--- src/include/mmu_params.svh ---
`ifndef MMU_PARAMS_SVH
`define MMU_PARAMS_SVH

// virtual and physical addresses share one width
`define MMU_ADDR_W    32

// data bus width for both slaves and the core
`define MMU_DATA_W    32

// 4 KB pages
`define MMU_PAGE_BITS 12

// fully associative TLB size
`define MMU_TLB_DEPTH 4
`define MMU_TLB_IDX_W 2

`endif

--- src/hdl/mmu_pkg.sv ---
`include "mmu_params.svh"

package mmu_pkg;

    // TLB maintenance operations from the core
    typedef enum logic [1:0] {
        TLB_NOP   = 2'd0,
        TLB_WRITE = 2'd1,  // indexed write
        TLB_READ  = 2'd2,  // indexed read
        TLB_PROBE = 2'd3   // search by vpn
    } tlb_op_e;

    // one TLB entry, 4 KB page granularity
    typedef struct packed {
        logic [`MMU_ADDR_W-`MMU_PAGE_BITS-1:0] vpn;
        logic [`MMU_ADDR_W-`MMU_PAGE_BITS-1:0] pfn;
        logic                                  valid;
        logic                                  uncached;
    } tlb_entry_t;

    // MIPS address space segments
    typedef enum logic [1:0] {
        SEG_KUSEG  = 2'd0,  // mapped, user
        SEG_KSEG0  = 2'd1,  // unmapped, cached unless k0 says otherwise
        SEG_KSEG1  = 2'd2,  // unmapped, uncached
        SEG_KSEG23 = 2'd3   // mapped, kernel
    } seg_e;

    // stage-1 state of the data dispatch pipeline
    typedef enum logic [1:0] {
        ST_IDLE      = 2'd0,
        ST_WAIT_ADDR = 2'd1,  // request out, no addr_ok yet
        ST_WAIT_DATA = 2'd2   // addr_ok seen, stage 2 still busy
    } stage_e;

endpackage

--- src/hdl/xlate_if.sv ---
`timescale 1ns/1ps
`include "mmu_params.svh"

// one address translation port, answered combinationally
interface xlate_if;

    logic                   req;
    logic [`MMU_ADDR_W-1:0] vaddr;
    logic [`MMU_ADDR_W-1:0] paddr;
    logic                   uncached;
    logic                   miss;     // no valid TLB match for a mapped address

    modport user (
        output req,
        output vaddr,
        input  paddr,
        input  uncached,
        input  miss
    );

    modport xlate (
        input  req,
        input  vaddr,
        output paddr,
        output uncached,
        output miss
    );

endinterface

--- src/hdl/dbus_if.sv ---
`timescale 1ns/1ps
`include "mmu_params.svh"

// split-transaction data bus: req/addr_ok for the address phase, data_ok to finish
interface dbus_if;

    logic                   req;
    logic                   wr;
    logic [`MMU_ADDR_W-1:0] addr;
    logic [`MMU_DATA_W-1:0] wdata;
    logic                   addr_ok;  // request accepted this cycle when req is high
    logic                   data_ok;  // one per accepted request, in order
    logic [`MMU_DATA_W-1:0] rdata;

    modport master (
        output req,
        output wr,
        output addr,
        output wdata,
        input  addr_ok,
        input  data_ok,
        input  rdata
    );

    modport slave (
        input  req,
        input  wr,
        input  addr,
        input  wdata,
        output addr_ok,
        output data_ok,
        output rdata
    );

endinterface

--- src/hdl/translation_unit.sv ---
`timescale 1ns/1ps
`include "mmu_params.svh"

module translation_unit
    import mmu_pkg::*;
(
    input  logic                       aclk,
    input  logic                       aresetn,
    input  logic                       i_k0_uncached,
    input  tlb_op_e                    i_tlb_op,
    input  logic [`MMU_TLB_IDX_W-1:0]  i_tlb_index,
    input  tlb_entry_t                 i_tlb_entry,
    output tlb_entry_t                 o_tlb_rd_entry,
    output logic                       o_tlb_probe_hit,
    output logic [`MMU_TLB_IDX_W-1:0]  o_tlb_probe_index,
    xlate_if.xlate                     ifetch,
    xlate_if.xlate                     data
);

    localparam int VPN_W = `MMU_ADDR_W - `MMU_PAGE_BITS;
    localparam int IDX_W = `MMU_TLB_IDX_W;
    localparam int SEG_W = 3;  // top bits that select the kernel segment

    typedef struct packed {
        logic [`MMU_ADDR_W-1:0] paddr;
        logic                   uncached;
        logic                   miss;
    } xlate_res_t;

    logic [VPN_W-1:0]          vpn_q [`MMU_TLB_DEPTH];
    logic [VPN_W-1:0]          pfn_q [`MMU_TLB_DEPTH];
    logic                      unc_q [`MMU_TLB_DEPTH];
    logic [`MMU_TLB_DEPTH-1:0] valid_q;

    logic             probe_hit;
    logic [IDX_W-1:0] probe_idx;
    xlate_res_t       if_res;
    xlate_res_t       d_res;

    function automatic seg_e seg_of(input logic [`MMU_ADDR_W-1:0] vaddr);
        seg_e seg;
        if (!vaddr[`MMU_ADDR_W-1])
            seg = SEG_KUSEG;
        else if (vaddr[`MMU_ADDR_W-2])
            seg = SEG_KSEG23;  // 0xc000_0000 and up
        else if (vaddr[`MMU_ADDR_W-3])
            seg = SEG_KSEG1;
        else
            seg = SEG_KSEG0;
        return seg;
    endfunction

    // shared by both ports, reads the TLB arrays directly
    function automatic xlate_res_t do_xlate(input logic [`MMU_ADDR_W-1:0] vaddr);
        xlate_res_t res;
        logic       hit;
        res.paddr    = {{SEG_W{1'b0}}, vaddr[`MMU_ADDR_W-SEG_W-1:0]};
        res.uncached = 1'b0;
        res.miss     = 1'b0;
        hit          = 1'b0;
        case (seg_of(vaddr))
            SEG_KSEG0: res.uncached = i_k0_uncached;
            SEG_KSEG1: res.uncached = 1'b1;
            default: begin
                for (int i = 0; i < `MMU_TLB_DEPTH; i++) begin
                    if (!hit && valid_q[i] && vpn_q[i] == vaddr[`MMU_ADDR_W-1 -: VPN_W]) begin
                        hit          = 1'b1;  // first match wins
                        res.paddr    = {pfn_q[i], vaddr[`MMU_PAGE_BITS-1:0]};
                        res.uncached = unc_q[i];
                    end
                end
                res.miss = !hit;
            end
        endcase
        return res;
    endfunction

    always_comb begin
        if_res = do_xlate(ifetch.vaddr);
        d_res  = do_xlate(data.vaddr);
    end

    assign ifetch.paddr    = if_res.paddr;
    assign ifetch.uncached = if_res.uncached;
    assign ifetch.miss     = ifetch.req && if_res.miss;
    assign data.paddr      = d_res.paddr;
    assign data.uncached   = d_res.uncached;
    assign data.miss       = data.req && d_res.miss;

    // probe looks at every valid entry, lowest index reported
    always_comb begin
        probe_hit = 1'b0;
        probe_idx = '0;
        for (int i = `MMU_TLB_DEPTH - 1; i >= 0; i--) begin
            if (valid_q[i] && vpn_q[i] == i_tlb_entry.vpn) begin
                probe_hit = 1'b1;
                probe_idx = IDX_W'(i);
            end
        end
    end

    always_ff @(posedge aclk) begin
        if (i_tlb_op == TLB_WRITE) begin
            vpn_q[i_tlb_index] <= i_tlb_entry.vpn;
            pfn_q[i_tlb_index] <= i_tlb_entry.pfn;
            unc_q[i_tlb_index] <= i_tlb_entry.uncached;
        end
    end

    always_ff @(posedge aclk) begin
        if (aresetn) begin
            valid_q <= '0;
        end else if (i_tlb_op == TLB_WRITE) begin
            valid_q[i_tlb_index] <= i_tlb_entry.valid;
        end
    end

    // read and probe results hold until the next such op
    always_ff @(posedge aclk) begin
        if (aresetn) begin
            o_tlb_rd_entry    <= '0;
            o_tlb_probe_hit   <= 1'b0;
            o_tlb_probe_index <= '0;
        end else begin
            case (i_tlb_op)
                TLB_READ: begin
                    o_tlb_rd_entry.vpn      <= vpn_q[i_tlb_index];
                    o_tlb_rd_entry.pfn      <= pfn_q[i_tlb_index];
                    o_tlb_rd_entry.valid    <= valid_q[i_tlb_index];
                    o_tlb_rd_entry.uncached <= unc_q[i_tlb_index];
                end
                TLB_PROBE: begin
                    o_tlb_probe_hit   <= probe_hit;
                    o_tlb_probe_index <= probe_idx;
                end
                default: ;
            endcase
        end
    end

endmodule

--- src/hdl/dmem_dispatch.sv ---
`timescale 1ns/1ps
`include "mmu_params.svh"

module dmem_dispatch
    import mmu_pkg::*;
(
    input  logic     aclk,
    input  logic     aresetn,
    dbus_if.slave    core,
    xlate_if.user    xl,
    dbus_if.master   cached,
    dbus_if.master   uncached
);

    stage_e st1_q;        // stage 1, address phase
    logic   last_done_q;  // stage 2 has seen its data_ok
    logic   last_unc_q;   // stage 2 belongs to the uncached bus

    logic                   fwd;
    logic                   addr_seen;
    logic                   sel_addr_ok;
    logic                   sel_data_ok;
    logic [`MMU_DATA_W-1:0] sel_rdata;
    logic                   last_ready;
    logic                   cur_ready;

    assign xl.req   = core.req;
    assign xl.vaddr = core.addr;

    // a miss never leaves the MMU
    assign fwd       = core.req && !xl.miss;
    assign addr_seen = (st1_q == ST_WAIT_DATA);

    assign sel_addr_ok = xl.uncached ? uncached.addr_ok : cached.addr_ok;
    assign sel_data_ok = last_unc_q ? uncached.data_ok : cached.data_ok;
    assign sel_rdata   = last_unc_q ? uncached.rdata : cached.rdata;

    // stage 2 can take a new access now or in this same cycle
    assign last_ready = last_done_q || core.data_ok;
    assign cur_ready  = fwd && last_ready && (addr_seen || sel_addr_ok);

    assign core.addr_ok = cur_ready;
    assign core.data_ok = !last_done_q && sel_data_ok;
    assign core.rdata   = sel_rdata;

    // stop asking once the slave took the address
    assign cached.req   = fwd && !xl.uncached && !addr_seen;
    assign cached.wr    = core.wr;
    assign cached.addr  = xl.paddr;
    assign cached.wdata = core.wdata;

    assign uncached.req   = fwd && xl.uncached && !addr_seen;
    assign uncached.wr    = core.wr;
    assign uncached.addr  = xl.paddr;
    assign uncached.wdata = core.wdata;

    always_ff @(posedge aclk) begin
        if (aresetn) begin
            st1_q <= ST_IDLE;
        end else if (cur_ready) begin
            st1_q <= ST_IDLE;  // moved on to stage 2
        end else if (!addr_seen) begin
            if (fwd)
                st1_q <= sel_addr_ok ? ST_WAIT_DATA : ST_WAIT_ADDR;
            else
                st1_q <= ST_IDLE;
        end
    end

    // stage 2 starts out finished so the first access can pass
    always_ff @(posedge aclk) begin
        if (aresetn) begin
            last_done_q <= 1'b1;
            last_unc_q  <= 1'b0;
        end else if (cur_ready) begin
            last_done_q <= 1'b0;
            last_unc_q  <= xl.uncached;  // owner of the outstanding access
        end else if (core.data_ok) begin
            last_done_q <= 1'b1;
        end
    end

endmodule

--- src/hdl/mmu_top.sv ---
`timescale 1ns/1ps
`include "mmu_params.svh"

module mmu_top
    import mmu_pkg::*;
(
    input  logic                       aclk,
    input  logic                       aresetn,
    input  logic                       i_k0_uncached,

    // TLB maintenance
    input  tlb_op_e                    i_tlb_op,
    input  logic [`MMU_TLB_IDX_W-1:0]  i_tlb_index,
    input  tlb_entry_t                 i_tlb_entry,
    output tlb_entry_t                 o_tlb_rd_entry,
    output logic                       o_tlb_probe_hit,
    output logic [`MMU_TLB_IDX_W-1:0]  o_tlb_probe_index,

    // core instruction fetch
    input  logic                       i_imem_req,
    input  logic [`MMU_ADDR_W-1:0]     i_imem_addr,
    output logic                       o_imem_addr_ok,
    output logic                       o_imem_data_ok,
    output logic [`MMU_DATA_W-1:0]     o_imem_rdata,
    output logic                       o_imem_miss,

    // core data
    input  logic                       i_dmem_req,
    input  logic                       i_dmem_wr,
    input  logic [`MMU_ADDR_W-1:0]     i_dmem_addr,
    input  logic [`MMU_DATA_W-1:0]     i_dmem_wdata,
    output logic                       o_dmem_addr_ok,
    output logic                       o_dmem_data_ok,
    output logic [`MMU_DATA_W-1:0]     o_dmem_rdata,
    output logic                       o_dmem_miss,

    // instruction cache
    output logic                       o_icache_req,
    output logic [`MMU_ADDR_W-1:0]     o_icache_addr,
    input  logic                       i_icache_addr_ok,
    input  logic                       i_icache_data_ok,
    input  logic [`MMU_DATA_W-1:0]     i_icache_rdata,

    // data cache
    output logic                       o_dcache_req,
    output logic                       o_dcache_wr,
    output logic [`MMU_ADDR_W-1:0]     o_dcache_addr,
    output logic [`MMU_DATA_W-1:0]     o_dcache_wdata,
    input  logic                       i_dcache_addr_ok,
    input  logic                       i_dcache_data_ok,
    input  logic [`MMU_DATA_W-1:0]     i_dcache_rdata,

    // uncached bus
    output logic                       o_unc_req,
    output logic                       o_unc_wr,
    output logic [`MMU_ADDR_W-1:0]     o_unc_addr,
    output logic [`MMU_DATA_W-1:0]     o_unc_wdata,
    input  logic                       i_unc_addr_ok,
    input  logic                       i_unc_data_ok,
    input  logic [`MMU_DATA_W-1:0]     i_unc_rdata
);

    xlate_if ifetch_xl ();
    xlate_if data_xl ();
    dbus_if  core_bus ();
    dbus_if  dcache_bus ();
    dbus_if  unc_bus ();

    translation_unit tu_i (
        .aclk              (aclk),
        .aresetn           (aresetn),
        .i_k0_uncached     (i_k0_uncached),
        .i_tlb_op          (i_tlb_op),
        .i_tlb_index       (i_tlb_index),
        .i_tlb_entry       (i_tlb_entry),
        .o_tlb_rd_entry    (o_tlb_rd_entry),
        .o_tlb_probe_hit   (o_tlb_probe_hit),
        .o_tlb_probe_index (o_tlb_probe_index),
        .ifetch            (ifetch_xl.xlate),
        .data              (data_xl.xlate)
    );

    // instruction path goes straight to the icache
    assign ifetch_xl.req   = i_imem_req;
    assign ifetch_xl.vaddr = i_imem_addr;
    assign o_imem_miss     = ifetch_xl.miss;
    assign o_icache_req    = i_imem_req && !ifetch_xl.miss;
    assign o_icache_addr   = ifetch_xl.paddr;
    assign o_imem_addr_ok  = i_icache_addr_ok;
    assign o_imem_data_ok  = i_icache_data_ok;
    assign o_imem_rdata    = i_icache_rdata;

    dmem_dispatch dispatch_i (
        .aclk     (aclk),
        .aresetn  (aresetn),
        .core     (core_bus.slave),
        .xl       (data_xl.user),
        .cached   (dcache_bus.master),
        .uncached (unc_bus.master)
    );

    assign core_bus.req   = i_dmem_req;
    assign core_bus.wr    = i_dmem_wr;
    assign core_bus.addr  = i_dmem_addr;
    assign core_bus.wdata = i_dmem_wdata;
    assign o_dmem_addr_ok = core_bus.addr_ok;
    assign o_dmem_data_ok = core_bus.data_ok;
    assign o_dmem_rdata   = core_bus.rdata;
    assign o_dmem_miss    = data_xl.miss;

    assign o_dcache_req       = dcache_bus.req;
    assign o_dcache_wr        = dcache_bus.wr;
    assign o_dcache_addr      = dcache_bus.addr;
    assign o_dcache_wdata     = dcache_bus.wdata;
    assign dcache_bus.addr_ok = i_dcache_addr_ok;
    assign dcache_bus.data_ok = i_dcache_data_ok;
    assign dcache_bus.rdata   = i_dcache_rdata;

    assign o_unc_req       = unc_bus.req;
    assign o_unc_wr        = unc_bus.wr;
    assign o_unc_addr      = unc_bus.addr;
    assign o_unc_wdata     = unc_bus.wdata;
    assign unc_bus.addr_ok = i_unc_addr_ok;
    assign unc_bus.data_ok = i_unc_data_ok;
    assign unc_bus.rdata   = i_unc_rdata;

endmodule

--- config.mk ---
export PLATFORM = sky130hd
export DESIGN_NAME = mmu_top
export DESIGN_NICKNAME = d
export VERILOG_FILES = /design/src/hdl/mmu_pkg.sv /design/src/hdl/xlate_if.sv /design/src/hdl/dbus_if.sv /design/src/hdl/translation_unit.sv /design/src/hdl/dmem_dispatch.sv /design/src/hdl/mmu_top.sv
export VERILOG_INCLUDE_DIRS = /design/src /design/src/include
export SDC_FILE = /design/constraint.sdc
export NUM_CORES = 1
export LEC_CHECK = 0
export BUFFER_PORTS_ARGS = -buffer_cell sky130_fd_sc_hd__buf_2
export CAP_MARGIN = 25
export CELL_PAD_IN_SITES_DETAIL_PLACEMENT = 1
export CELL_PAD_IN_SITES_GLOBAL_PLACEMENT = 1
export CORE_AREA = 2 2 205 207
export CTS_CLUSTER_DIAMETER = 200
export CTS_CLUSTER_SIZE = 25
export DETAILED_ROUTE_END_ITERATION = 16
export DIE_AREA = 0 0 207 209
export PLACE_DENSITY_LB_ADDON = 0.1
export SLEW_MARGIN = 20
export SYNTH_ARGS = -nofsm -noshare
export SYNTH_HDL_FRONTEND = slang
export SYNTH_SLANG_ARGS = --single-unit
--- constraint.sdc ---
create_clock -name aclk -period 10.7 [get_ports aclk]
set_input_delay 1.605 -clock aclk [delete_from_list [all_inputs] [get_ports aclk]]
set_output_delay 1.605 -clock aclk [all_outputs]
set_load 0.01 [all_outputs]
Word-level counts from Yosys, hierarchy flattened
Memory sizes are Yosys's and may differ from the RTL's. A register that Yosys moved wholly into a read port is not among the register bits.
Cells that the tools add are included.
{"block": "word_totals", "regBits": 12, "ramBits": 164, "elab_cells": 138, "memories": 3}
{"block": "op_classes", "magnitude_cmp": 2, "eq_ne": 20, "muxes": 57, "n_reduce_logical": 49}
{"memory": "tu_i.pfn_q", "words": 4, "width": 20, "read_ports": 5, "rd_ports_with_merged_regs": 1, "wr": 1, "line_no": "translation_unit.sv:31", "source": "logic [VPN_W-1:0] pfn_q [`MMU_TLB_DEPTH];"}
{"memory": "tu_i.vpn_q", "words": 4, "width": 20, "read_ports": 5, "rd_ports_with_merged_regs": 1, "wr": 1, "line_no": "translation_unit.sv:30", "source": "logic [VPN_W-1:0] vpn_q [`MMU_TLB_DEPTH];"}
{"memory": "tu_i.unc_q", "words": 4, "width": 1, "read_ports": 5, "rd_ports_with_merged_regs": 1, "wr": 1, "line_no": "translation_unit.sv:32", "source": "logic unc_q [`MMU_TLB_DEPTH];"}
{"cell": "two-way mux 33 bit", "n": 8}
{"cell": "equality test 20 bit", "n": 12}
{"cell": "two-way mux 32 bit", "n": 3}
{"cell": "logical AND 1 bit", "n": 30}
{"cell": "two-way mux 1 bit", "n": 30}
{"cell": "two-way mux 2 bit", "n": 12}
{"cell": "zero test 1 bit", "n": 13}
{"cell": "equality test 2 bit, second input constant", "n": 5}
{"cell": "equality test 2 x 1 -> 1 bit, second input constant", "n": 3}
{"cell": "OR reduction 2 bit", "n": 3}
{"cell": "bitwise mux 4 bit", "n": 1}
{"cell": "< comparator 2 x 3 -> 1 bit, second input constant", "n": 1}
{"cell": "binary-select mux 1 bit (select 2 bit)", "n": 1}
{"cell": "demux 1 bit (select 2 bit)", "n": 1}
{"cell": ">= comparator 2 x 1 -> 1 bit, second input constant", "n": 1}
{"cell": "logical OR 1 bit", "n": 2}
{"cell": "one-hot mux 1 bit (2 select lines)", "n": 1}
{"cell": "nonzero test 2 bit", "n": 1}

Longest topological paths before layout
Gate-level depths: netlist (run 1).
{"block": "logic_depth", "depth_word": 29, "mapped_depth": 12}

Modules after synthesis
From an unflattened synthesis (run 1), not the netlist that was laid out.
{"block": "unflattened", "cells_unflattened": 1348, "area_unflattened_um2": 14470.1}
{"module": "translation_unit", "n_inst": 1, "cells_per_inst": 1090, "area_per_inst_um2": 12359.4, "seq_area_each_um2": 5905.7}
{"module": "dmem_dispatch", "n_inst": 1, "cells_per_inst": 223, "area_per_inst_um2": 1841.8, "seq_area_each_um2": 80.1}
{"module": "mmu_top", "n_inst": 1, "cells_per_inst": 35, "area_per_inst_um2": 269.0, "seq_area_each_um2": 0.0}

Least setup slack after synthesis (run 1)
No wires, ideal clock.
{"block": "synth_timing", "path_type": "input -> output", "startpoint": "in i_dmem_addr[20]", "endpoint": "out o_unc_addr[19]", "t_arrival_ns": 4.829, "required_ns": 9.095, "slack_ns": 4.266, "stages": 10, "n_path_buf": 3, "cell_sequence": "buf_6 > xor2_1 > or4_1 > or4_1 > or4_4 > nor3b_4 > buf_8 > mux2_1 > a221o_1 > buf_4"}
{"block": "synth_via", "elab_chain_len": 19, "elab_cells_between_ends": 25}
{"item": "from (decl)", "line_no": "mmu_top.sv:30", "source": "input logic [`MMU_ADDR_W-1:0] i_dmem_addr,"}
{"item": "equality test 20 bit", "line_no": "translation_unit.sv:66", "source": "if (!hit && valid_q[i] && vpn_q[i] == vaddr[`MMU_ADDR_W-1 -: VPN_W]) begin"}
{"item": "logical AND 1 bit", "line_no": "translation_unit.sv:66"}
{"item": "two-way mux 1 bit", "line_no": "translation_unit.sv:66"}
{"item": "two-way mux 1 bit", "line_no": "translation_unit.sv:61", "source": "case (seg_of(vaddr))"}
{"item": "zero test 1 bit", "line_no": "translation_unit.sv:66"}
{"item": "logical AND 1 bit (2 in series)", "line_no": "translation_unit.sv:66"}
{"item": "two-way mux 1 bit", "line_no": "translation_unit.sv:66"}
{"item": "two-way mux 1 bit", "line_no": "translation_unit.sv:61"}
{"item": "zero test 1 bit", "line_no": "translation_unit.sv:66"}
{"item": "logical AND 1 bit (2 in series)", "line_no": "translation_unit.sv:66"}
{"item": "two-way mux 1 bit", "line_no": "translation_unit.sv:66"}
{"item": "two-way mux 1 bit", "line_no": "translation_unit.sv:61"}
{"item": "zero test 1 bit", "line_no": "translation_unit.sv:66"}
{"item": "logical AND 1 bit (2 in series)", "line_no": "translation_unit.sv:66"}
{"item": "two-way mux 33 bit *", "line_no": "translation_unit.sv:66"}
{"item": "two-way mux 32 bit *", "line_no": "translation_unit.sv:61"}
{"item": "to (decl)", "line_no": "mmu_top.sv:56", "source": "output logic [`MMU_ADDR_W-1:0] o_unc_addr,"}
Mark *: on every way between the ends. The rest lies on a longest branch, timed or not. The select of a mux whose other input is x is not followed.

Worst setup path in the final report (run 1)
{"block": "layout_timing", "startpoint": "in i_dmem_addr[13]", "endpoint": "out o_dcache_addr[22]"}
{"block": "layout_via", "elab_chain_len": 19, "elab_cells_between_ends": 25}
{"item": "equality test 20 bit", "line_no": "translation_unit.sv:66"}
{"item": "logical AND 1 bit", "line_no": "translation_unit.sv:66"}
{"item": "two-way mux 1 bit", "line_no": "translation_unit.sv:66"}
{"item": "two-way mux 1 bit", "line_no": "translation_unit.sv:61"}
{"item": "zero test 1 bit", "line_no": "translation_unit.sv:66"}
{"item": "logical AND 1 bit (2 in series)", "line_no": "translation_unit.sv:66"}
{"item": "two-way mux 1 bit", "line_no": "translation_unit.sv:66"}
{"item": "two-way mux 1 bit", "line_no": "translation_unit.sv:61"}
{"item": "zero test 1 bit", "line_no": "translation_unit.sv:66"}
{"item": "logical AND 1 bit (2 in series)", "line_no": "translation_unit.sv:66"}
{"item": "two-way mux 1 bit", "line_no": "translation_unit.sv:66"}
{"item": "two-way mux 1 bit", "line_no": "translation_unit.sv:61"}
{"item": "zero test 1 bit", "line_no": "translation_unit.sv:66"}
{"item": "logical AND 1 bit (2 in series)", "line_no": "translation_unit.sv:66"}
{"item": "two-way mux 33 bit *", "line_no": "translation_unit.sv:66"}
{"item": "two-way mux 32 bit *", "line_no": "translation_unit.sv:61"}
{"item": "to (decl)", "line_no": "mmu_top.sv:47", "source": "output logic [`MMU_ADDR_W-1:0] o_dcache_addr,"}
Marks and branches as above.

==> summary.txt, run 1 <==
Run status
  – Outcome: finished, final reports clean

Yosys
  – Register area share after synthesis: 0.397
  – Synthesized Nets: 1636
  – Syn Area/Cell: between 10 and 15 um2
  – Post-synth ARST share: 0
  – Ys flop type: edfxtp_1
  – Seq cells post-synth: 217
  – Synthesized cell area: around 15000 um2
  – Synth Instances: roughly 1400
  – Distinct cells, synth: 69
  – Synth area leader: edfxtp_1
  – Post-synth EDFFs: between 150 and 200
  – Yosys warnings: 0
  – Synth top area share: 0.326
  – Synth area leaders: edfxtp_1 (33%), xnor2_1 (8.3%), buf_4 (7.9%)

Placed design
  – Port buffer count: a little over 300
  – Routability cong.: between 1 and 1.5
  – Detail Placement HPWL: 58800 um
  – Setup slack after placement: between 3 and 4 ns

Timing
  – RSZ-0062 raised after global routing: false
  – Post-route setup TNS: 0 ns
  – Max-slew headroom: 0.417
  – Period utilization: 0.653
  – Setup ws final: 3.71 ns
  – Min cycle time layout: 6.99 ns
  – Clk_skew: 0.0199 ns
  – Max Clock Freq: 143 MHz
  – Hold Vio Cnt, Final: 0
  – Least-Margin Pin Slew: 0.873 ns
  – Final setup vio count: 0
  – Max Slew Vio Count: 0

Setup path
  – Crit path kind: input port to primary output
  – Worst setup SP type: input port
  – Worst EP arrival: 5.38 ns
  – Setup crit end kind: primary output
  – R2r endpoint: dispatch_i.st1_q[1]
  – R2r startpoint: tu_i.vpn_q[1][1]
  – R2R Setup Slk: between 7 and 8 ns
  – Reg2Reg Depth: 8
  – Worst Path Required: 9.10 ns
  – Crit path max fanout: 20

Clocking
  – Clock Tree Root: clkbuf_16
  – Clk buf depth: 3
  – CTS tree: done
  – CTS Sinks: 217
  – Reg clk slew, reported paths: about 0.10 ns
  – Post-CTS Resized: 0
  – Post-cts hold buffer count: 0
  – Htree depth: 1
  – Clk_lat worst skew: 0.51 ns
  – CTS Buf Count: 12
  – Post-CTS setup repair buffer count: 0

Routing
  – Initial drt markers: 1066
  – Antenna-violating nets left: 0
  – Vias: 12027
  – Vias per cell: about 6
  – Routed len/inst: 37.6 um
  – DRC: 0
  – Final WL: ~75000 um
  – DR pass1 iterations: 7

Floorplanning
  – Starting Density: 0.365
  – Die Ht: 209 um
  – Core box area: 41300 um2
  – Die width: 207 um
  – Die area: between 40000 and 50000 um2
  – Ports: 530
  – FP Rows: 75

Global routing
  – GRT Residual Overflow: 0
  – GRT Overall Usage: 0.338
  – Initial antenna violation count: 8
  – Global-route wire length before repair: 103000 um
  – Vias in the first global route: around 12000
  – Pin count of the biggest net entering global routing: 55

Cells and area
  – NumNets Final: 1704
  – Syn-to-layout area delta: 6.44%
  – Most frequent cells in the layout: buf_2 (301), edfxtp_1 (164), xnor2_1 (143)
  – Share of post-route cells with drive strength above 1: 0.348
  – Post-Route Utilization: 0.389
  – # fillers: roughly 4600
  – Most common cell after layout, fill and taps aside: buf_2

Pwr
  – Leakage power total: ~6 nW
  – Worst vdd ir: between 0.07 and 0.08 mV
  – P per Cell Area: 118 nW/um2

Hold path
  – Worst Min Path Start: tu_i.o_tlb_probe_index[0]
  – Hold crit path type: flop to flop
  – Hold endpoint: tu_i.o_tlb_probe_index[0]
  – Worst Hold Depth: 2

Job
  – Max-cap violations: 0
cell families (layout without fill, tap and decap cells):
| logic type | after synthesis | in the layout | synth area share |
|---|---|---|---|
| and+or+nand+nor | 348 | 348 | 0.127 |
| buffers and inverters | 278 | 352 | 0.120 |
| xor gates and xnor gates | 241 | 241 | 0.140 |
| DFF | 217 | 217 | 0.397 |
| muxes | 163 | 163 | 0.151 |
| AOI/OAI and AO/OA | 135 | 135 | 0.0630 |
| adders and majority gates | 2 | 2 | 0.00166 |
| other | 0 | 2 | 0 |
cell usage after synthesis, types with 12 or more instances:
cell type  number
or3_1          18
o21ai_0        23
mux2i_1        20
and3_1         24
mux2_2         91
nor2_1         16
nand3_1        16
clkbuf_1       72
o221a_2        16
buf_4         159
buf_6          12
nor3_1         13
mux4_2         42
nor4_1         39
a221o_1        17
nand2_1       123
dfxtp_1        53
a21oi_1        54
xnor2_1       143
edfxtp_1      164
xor2_1         98
nand4_1        42
state kept, by name (all words and copies together), names as in the netlist:
name                    flops
tu_i.o_tlb_probe_hit        1
tu_i.unc_q                  4
tu_i.o_tlb_rd_entry        42
tu_i.vpn_q                 80
dispatch_i.st1_q            2
tu_i.o_tlb_probe_index      2
dispatch_i.last_unc_q       1
dispatch_i.last_done_q      1
tu_i.pfn_q                 80
tu_i.valid_q                4
critical path, stage by stage:
cell and delay, ns:
buf_2 0.18, xor2_1 0.21, or4b_2 0.70, nor4_1 0.62, nand2_1 0.10, buf_4 0.29
and4b_1 0.56, nor2_4 0.61, a221o_1 0.31, buf_2 0.16
per-layer routing:
layer  wire length, um  track usage
met4              1520       0.0621
met1             28300        0.405
met2             35700        0.561
met3              9470        0.153
met5               172       0.0256
power by group:
group | switching, mW | internal, mW | leakage (nW)
sequential | 0.0402 | 0.936 | 1.92
clock | 0.297 | 0.230 | 0.172
combinational | 0.242 | 0.158 | 3.74
total | 0.579 | 1.32 | 5.83
through the flow:
stage	std cells	total power, mW	area, um2	hold WS, ns
floorplan	1384	1.27	15100	0.476
global placement	1974	1.39	15700	0.441
detailed placement	1975	1.39	15700	0.449
CTS	1995	1.90	16000	0.466
global route	1997	1.96	16100	0.482
finish	1999	1.90	16100	0.460
layout make-up:
| type | instances | area, um2 | area share |
|---|---|---|---|
| Timing Repair Buffer | 322 | 1670 | 0.104 |
| Multi-Input combinational cell | 889 | 7320 | 0.456 |
| Sequential cell | 217 | 5990 | 0.373 |
| Clock buffer | 19 | 348 | 0.0217 |
| Tap cell | 539 | 674 | 0.0420 |
| Clock inverter | 1 | 8.76 | 0.000545 |
| Inverter | 10 | 37.5 | 0.00234 |
| Antenna cell | 2 | 5.00 | 0.000312 |
worst max path at each step:
| stage | depth (start not counted) | to | slack, ns | start |
|---|---|---|---|---|
| CTS | 10 | o_unc_addr[18] | 3.81 | i_dmem_addr[20] |
| global placement | 9 | o_dcache_addr[18] | 3.55 | i_dmem_addr[26] |
| finish | 10 | o_dcache_addr[22] | 3.71 | i_dmem_addr[13] |
| global route | 10 | o_unc_addr[22] | 3.64 | i_dmem_addr[13] |
| detailed placement | 10 | o_unc_addr[18] | 3.82 | i_dmem_addr[20] |
| floorplan | 10 | o_unc_addr[19] | 4.27 | i_dmem_addr[20] |
Power figures use the tool's default switching activity.
==> inputs of run 2 (changes only) <==
--- a/config.mk
+++ b/config.mk
@@ -10,11 +10,11 @@
 export CAP_MARGIN = 25
 export CELL_PAD_IN_SITES_DETAIL_PLACEMENT = 1
 export CELL_PAD_IN_SITES_GLOBAL_PLACEMENT = 1
-export CORE_AREA = 2 2 205 207
+export CORE_AREA = 2 2 211 213
 export CTS_CLUSTER_DIAMETER = 200
 export CTS_CLUSTER_SIZE = 25
 export DETAILED_ROUTE_END_ITERATION = 16
-export DIE_AREA = 0 0 207 209
+export DIE_AREA = 0 0 213 215
 export PLACE_DENSITY_LB_ADDON = 0.1
 export SLEW_MARGIN = 20
 export SYNTH_ARGS = -nofsm -noshare
==> constraint.sdc (replaced) <==
create_clock -name aclk -period 6.1 [get_ports aclk]
set_input_delay 0.915 -clock aclk [delete_from_list [all_inputs] [get_ports aclk]]
set_output_delay 0.915 -clock aclk [all_outputs]
set_load 0.01 [all_outputs]
==> summary.txt, run 2 (same netlist as run 1, synthesis figures left out) <==
Cells and area
  – Post-Route Utilization: 0.371 (was 0.389)
  – Syn-to-layout area delta: 7.40% (was 6.44%)
  – Share of post-route cells with drive strength above 1: 0.352 (was 0.348)
  – Top Registers: tu_i.pfn_q: 80 flops, tu_i.vpn_q: 80 flops, tu_i.o_tlb_rd_entry: 42 flops (unchanged)
  – Most frequent cells in the layout: buf_2 (301), edfxtp_1 (164), xnor2_1 (143) (unchanged)
  – NumNets Final: 1713 (was 1704)
  – Most common cell after layout, fill and taps aside: buf_2 (unchanged)

Timing
  – Max-slew headroom: 0.237 (was 0.417)
  – Period utilization: 0.922
  – Final setup vio count: 0 (unchanged)
  – Hold Vio Cnt, Final: 0 (unchanged)
  – Least-Margin Pin Slew: 1.13 ns (was 0.873 ns)
  – Max Clock Freq: 178 MHz
  – Post-route setup TNS: 0 ns (unchanged)
  – RSZ-0062 raised after global routing: false (unchanged)
  – Max Slew Vio Count: 0 (unchanged)
  – Clk_skew: 0.0346 ns (was 0.0199 ns)
  – Min cycle time layout: 5.62 ns

Setup path
  – Most used cell, CP: or4_1 (was buf_2)
  – Crit path max fanout: 12 (was 20)
  – Worst EP arrival: 4.71 ns (was 5.38 ns)
  – Reg2Reg Depth: 8 (unchanged)
  – R2r startpoint: tu_i.vpn_q[2][8] (was tu_i.vpn_q[1][1])
  – Crit-path cells: xor2_1 -> or4_1 -> or4_1 -> or4_4 -> nor3b_4 -> buf_4 -> mux2_2 -> a221o_1 -> buf_2 (was buf_2 -> xor2_1 -> or4b_2 -> nor4_1 -> nand2_1 -> buf_4 -> and4b_1 -> nor2_4 -> a221o_1 -> buf_2)
  – R2R Setup Slk: 2.48 ns (was 7.04 ns)
  – CP delay by family, top: simple AND/OR/NAND/NOR gates (unchanged)
  – Setup crit end kind: primary output (unchanged)
  – CP bufs+invs: 2 (was 3)
  – Worst path max stage delay: 0.61 ns (was 0.70 ns)
  – Worst setup SP type: flop (was input port)
  – Crit. Startpoint: tu_i.vpn_q[2][8] (was i_dmem_addr[13])
  – Crit path kind: flop to primary output (was input port to primary output)
  – R2r endpoint: dispatch_i.st1_q[1] (unchanged)
  – CP max stage cell: or4_1 (was or4b_2)
  – WP depth: 9 (was 10)
  – Worst Path Required: 5.18 ns (was 9.10 ns)

Pwr
  – Worst vdd ir: 0.133 mV (was 0.0750 mV)
  – Power share of the combinational group: 0.212 (was 0.210)
  – Clock share of power: 0.274 (was 0.277)
  – Leakage power total: 5.88 nW (was 5.83 nW)
  – Seq pwr share: 0.514 (was 0.513)
  – P per Cell Area: 206 nW/um2 (was 118 nW/um2)
  – Int Power: 2.33 mW (was 1.32 mW)
  – Net Sw Power: 1.02 mW (was 0.579 mW)
  – Switching Fraction: 0.304 (about the same)

Clocking
  – Post-CTS setup repair buffer count: 0 (unchanged)
  – Post-cts hold buffer count: 0 (unchanged)
  – Post-CTS Resized: 0 (unchanged)
  – Clock Tree Root: clkbuf_16 (unchanged)
  – CTS tree: done (unchanged)
  – Reg clk slew, reported paths: 0.10 ns (about the same)
  – CTS Buf Count: 12 (unchanged)
  – Clk_lat worst skew: 0.50 ns (was 0.51 ns)
  – Htree depth: 1 (unchanged)
  – Clk buf depth: 3 (unchanged)
  – CTS Sinks: 217 (unchanged)

Global routing
  – Pin count of the biggest net entering global routing: 55 (unchanged)
  – GRT Overall Usage: 0.325 (was 0.338)
  – Vias in the first global route: 12198 (was 12146)
  – GRT Residual Overflow: 0 (unchanged)
  – Initial antenna violation count: 5 (was 8)
  – Global-route wire length before repair: 103000 um (about the same)

Job
  – Max-cap violations: 0 (unchanged)

Run status
  – Outcome: finished, final reports clean (unchanged)

Routing
  – Initial drt markers: 956 (was 1066)
  – Vias per cell: 5.90 (was 6.02)
  – Vias: 12152 (was 12027)
  – DR pass1 iterations: 5 (was 7)
  – DRC: 0 (unchanged)
  – Antenna-violating nets left: 0 (unchanged)
  – Final WL: 76400 um (was 75200 um)
  – Routed len/inst: 37.1 um (was 37.6 um)

Floorplanning
  – Core box area: 43600 um2 (was 41300 um2)
  – Starting Density: 0.346 (was 0.365)
  – FP Rows: 77 (was 75)
  – Ports: 530 (unchanged)
  – Die width: 213 um (was 207 um)
  – Die Ht: 215 um (was 209 um)
  – Die area: 45800 um2 (was 43300 um2)

Hold path
  – Worst Min Path Start: tu_i.o_tlb_rd_entry[24] (was tu_i.o_tlb_probe_index[0])
  – Worst Hold Depth: 2 (unchanged)
  – Hold endpoint: tu_i.o_tlb_rd_entry[24] (was tu_i.o_tlb_probe_index[0])
  – Hold crit path type: flop to flop (unchanged)

Placed design
  – Detail Placement HPWL: 59800 um (was 58800 um)
  – Port buffer count: 302 (unchanged)
  – Routability cong.: 0.985 (was 1.01)
==> run 2: worst max path at each step <==
| stage | to |
|---|---|
| floorplan | o_unc_addr[19] |
| global placement | o_unc_addr[26] |
| detailed placement | o_unc_addr[16] |
| CTS | o_unc_addr[16] |
| global route | o_unc_addr[16] |
| finish | o_dcache_addr[16] |
==> run 2: final cells by class <==
class	instances	area [um2]
clock buffers	19	348
inverters	10	37.5
repair buffers	331	1750
diodes	1	2.50
fillers	4855	27400
clock inverters	1	8.76
multi-input cells	889	7320
flip-flops and latches	217	5990
well taps	592	741
==> run 2: layer usage <==
metal | GRT usage | up-vias | share of wire
met5 | 0.0162 | - | 0.0012
met4 | 0.0727 | 8 | 0.028
met3 | 0.112 | 112 | 0.11
met2 | 0.527 | 754 | 0.46
met1 | 0.416 | 6262 | 0.40
li1 | - | 5016 | -
==> run 2: power by group through the flow <==
stage / registers, mW / clock network [mW] / logic (mW)
after floorplan: 1.72 / 0 / 0.509
after global placement: 1.75 / 0 / 0.700
after CTS: 1.71 / 0.935 / 0.704
after detailed placement: 1.75 / 0 / 0.700
final: 1.72 / 0.917 / 0.709
after global routing: 1.72 / 0.982 / 0.752
==> run 2: through the flow <==
| step | instance area, um2 | total power, mW | std cells | hold WS (ns) | setup WS, ns |
|---|---|---|---|---|---|
| after floorplan | 15100 | 2.22 | 1384 | 0.476 | 1.05 |
| after global placement | 15800 | 2.45 | 2037 | 0.443 | 0.586 |
| after detailed placement | 15800 | 2.45 | 2038 | 0.449 | 0.570 |
| after CTS | 16200 | 3.35 | 2058 | 0.466 | 0.509 |
| after global routing | 16200 | 3.45 | 2059 | 0.483 | 0.411 |
| final | 16200 | 3.34 | 2060 | 0.463 | 0.478 |
==> run 2: worst min-delay path, delay by kind of cell (launching register included) <==
| kind | cells | cell delay [ns] |
|---|---|---|
| flip-flops | 1 | 0.32 |
| AO/OA/AOI/OAI | 1 | 0.05 |
| AND/OR/NAND/NOR | 1 | 0.05 |
==> inputs of run 3 (changes only) <==
--- a/config.mk
+++ b/config.mk
@@ -10,11 +10,12 @@
 export CAP_MARGIN = 25
 export CELL_PAD_IN_SITES_DETAIL_PLACEMENT = 1
 export CELL_PAD_IN_SITES_GLOBAL_PLACEMENT = 1
-export CORE_AREA = 2 2 211 213
+export CORE_AREA = 2 2 206 208
 export CTS_CLUSTER_DIAMETER = 200
 export CTS_CLUSTER_SIZE = 25
 export DETAILED_ROUTE_END_ITERATION = 16
-export DIE_AREA = 0 0 213 215
+export DIE_AREA = 0 0 208 210
+export GPL_TIMING_DRIVEN = 0
 export PLACE_DENSITY_LB_ADDON = 0.1
 export SLEW_MARGIN = 20
 export SYNTH_ARGS = -nofsm -noshare
==> constraint.sdc (replaced) <==
create_clock -name aclk -period 6.17 [get_ports aclk]
set_input_delay 0.9255 -clock aclk [delete_from_list [all_inputs] [get_ports aclk]]
set_output_delay 0.9255 -clock aclk [all_outputs]
set_load 0.01 [all_outputs]
==> summary.txt, run 3 (same netlist as run 1, synthesis figures left out) <==
Placed design
  – Placed cells: 2332 (was 2038)
  – Port buffer count: 396 (was 302)
  – Setup slack after placement: 0.0876 ns (was 0.570 ns)
  – Routability cong.: 1.02 (was 0.985)
  – Detail Placement HPWL: 64900 um (was 59800 um)

Floorplanning
  – FP Rows: 75 (was 77)
  – Die width: 208 um (was 213 um)
  – Starting Density: 0.364 (was 0.346)
  – Ports: 530 (unchanged)
  – Die Ht: 210 um (was 215 um)
  – Die area: 43700 um2 (was 45800 um2)
  – Core box area: 41500 um2 (was 43600 um2)

Cells and area
  – Most frequent cells in the layout: buf_2 (405), buf_4 (171), edfxtp_1 (164) (was buf_2 (301), edfxtp_1 (164), xnor2_1 (143))
  – Final non-filler cell total: 2358 (was 2060)
  – Most common cell after layout, fill and taps aside: buf_2 (unchanged)
  – Share of post-route cells with drive strength above 1: 0.430 (was 0.352)
  – Syn-to-layout area delta: 21.7% (was 7.40%)
  – NumNets Final: 2065 (was 1713)
  – Top Registers: tu_i.pfn_q: 80 flops, tu_i.vpn_q: 80 flops, tu_i.o_tlb_rd_entry: 42 flops (unchanged)
  – Antenna Diode Count: 0 (was 1)

Run status
  – Outcome: finished, final reports clean (unchanged)

Setup path
  – Setup crit end kind: primary output (unchanged)
  – Worst EP arrival: 4.95 ns (was 4.71 ns)
  – Crit path max fanout: 10 (was 12)
  – Worst Path Required: 5.24 ns (was 5.18 ns)
  – Crit path kind: input port to primary output (was flop to primary output)
  – Worst setup SP type: input port (was flop)

Routing
  – DR pass1 iterations: 5 (unchanged)
  – Vias per cell: 5.73 (was 5.90)
  – Antenna-violating nets left: 0 (unchanged)
  – Initial drt markers: 1482 (was 956)
  – Routed len/inst: 33.9 um (was 37.1 um)
  – Final WL: 79900 um (was 76400 um)
  – Vias: 13500 (was 12152)
  – DRC: 0 (unchanged)

Timing
  – Hold WS: 0.462 ns (was 0.463 ns)
  – Least-Margin Pin Slew: 1.11 ns (was 1.13 ns)
  – Max-slew headroom: 0.261 (was 0.237)
  – Max Slew Vio Count: 0 (unchanged)
  – RSZ-0062 raised after global routing: false (unchanged)
  – Clk_skew: 0.0226 ns (was 0.0346 ns)
  – Setup ws final: 0.299 ns (was 0.478 ns)
  – Min cycle time layout: 5.87 ns
  – Hold Vio Cnt, Final: 0 (unchanged)
  – Max Clock Freq: about 170 MHz
  – Period utilization: 0.952
  – Final setup vio count: 0 (unchanged)

Pwr
  – Leakage power total: 7.23 nW (was 5.88 nW)
  – P per Cell Area: 190 nW/um2 (was 206 nW/um2)
  – Worst vdd ir: 0.236 mV (was 0.133 mV)
  – Overall power: 3.49 mW (was 3.34 mW)

Clocking
  – Clk buf depth: 3 (unchanged)
  – Reg clk slew, reported paths: 0.11 ns (was 0.10 ns)
  – Clk_lat worst skew: 0.50 ns (about the same)
  – Htree depth: 1 (unchanged)
  – CTS Buf Count: 12 (unchanged)
  – CTS Sinks: 217 (unchanged)
  – Clock Tree Root: clkbuf_16 (unchanged)
  – CTS tree: done (unchanged)

Global routing
  – Global-route wire length before repair: 109000 um (was 103000 um)
  – Initial antenna violation count: 8 (was 5)
  – GRT Residual Overflow: 0 (unchanged)
  – Pin count of the biggest net entering global routing: 27 (was 55)
  – GRT Overall Usage: 0.355 (was 0.325)
  – Vias in the first global route: 13474 (was 12198)

Hold path
  – Hold crit path type: flop to flop (unchanged)

Job
  – Max-cap violations: 0 (unchanged)
[run 3: cell count changes in the layout (fill, tap and decap cells not counted), sizes merged]
cell,change
clkbuf,+76
buf,+273
dlygate4sd1,+1
dlygate4sd3,+1
diode,-1
clkdlybuf4s50,+1
[run 3: metal layers]
| layer | share of wire | global-route usage | up-vias |
|---|---|---|---|
| li1 | - | - | 5723 |
| met1 | 0.43 | 0.497 | 6896 |
| met2 | 0.46 | 0.570 | 752 |
| met3 | 0.083 | 0.0663 | 127 |
| met4 | 0.029 | 0.0880 | 2 |
| met5 | 0.000088 | 0 | - |
[run 3: final cells by class]
class                           instances  area (um2)
Clock buffer                           19         348
Clock inverter                          1        8.76
Timing Repair Buffer                  415        2200
Multi-Input combinational cell        889        7320
Buffer                                268        1770
Tap cell                              539         674
Sequential cell                       217        5990
Inverter                               10        37.5
Fill cell                            4694       23100
[run 3: path summary, 6_finish.rpt]
check | startpoint | endpoint | slack (ns) | depth (start not counted)
max | i_dmem_addr[18] | o_unc_addr[27] | 0.30 | 13
max reg2reg | tu_i.vpn_q[2][8] | dispatch_i.st1_q[1] | 2.45 | 8
min | tu_i.o_tlb_rd_entry[13] | tu_i.o_tlb_rd_entry[13] | 0.46 | 2
min reg2reg | tu_i.o_tlb_rd_entry[13] | tu_i.o_tlb_rd_entry[13] | 0.46 | 2
[run 3: worst max-delay path: stages]
cell and delay [ns]:
clkbuf_1 0.51, xor2_1 0.23, or4b_2 0.64, nor4_1 0.49
nand2_1 0.15, buf_2 0.31, buf_2 0.33, mux2i_1 0.20
o21ai_0 0.09, mux2_1 0.30, a221o_1 0.45, buf_4 0.18
buf_2 0.13
[run 3: stage by stage]
step	setup TNS, ns	util	area [um2]
final	0	0.442	18400
after global routing	0	0.442	18400
after CTS	0	0.441	18300
after floorplan	0	-	15100
after global placement	-154.15	0.428	17700
after detailed placement	0	0.433	17900
[run 3: timing repair]
item / in CTS / in global routing
setup endpoints to repair: 0 / 12
gates resized for setup: 0 / 0
setup buffers: 0 / 5
hold buffers: 0 / 0
[run 3: report_power, final]
part,switching [mW],internal (mW),leakage (nW)
Sequential,0.0742,1.62,1.92
Clock,0.506,0.398,0.172
Combinational,0.508,0.387,5.13
Total,1.09,2.41,7.23
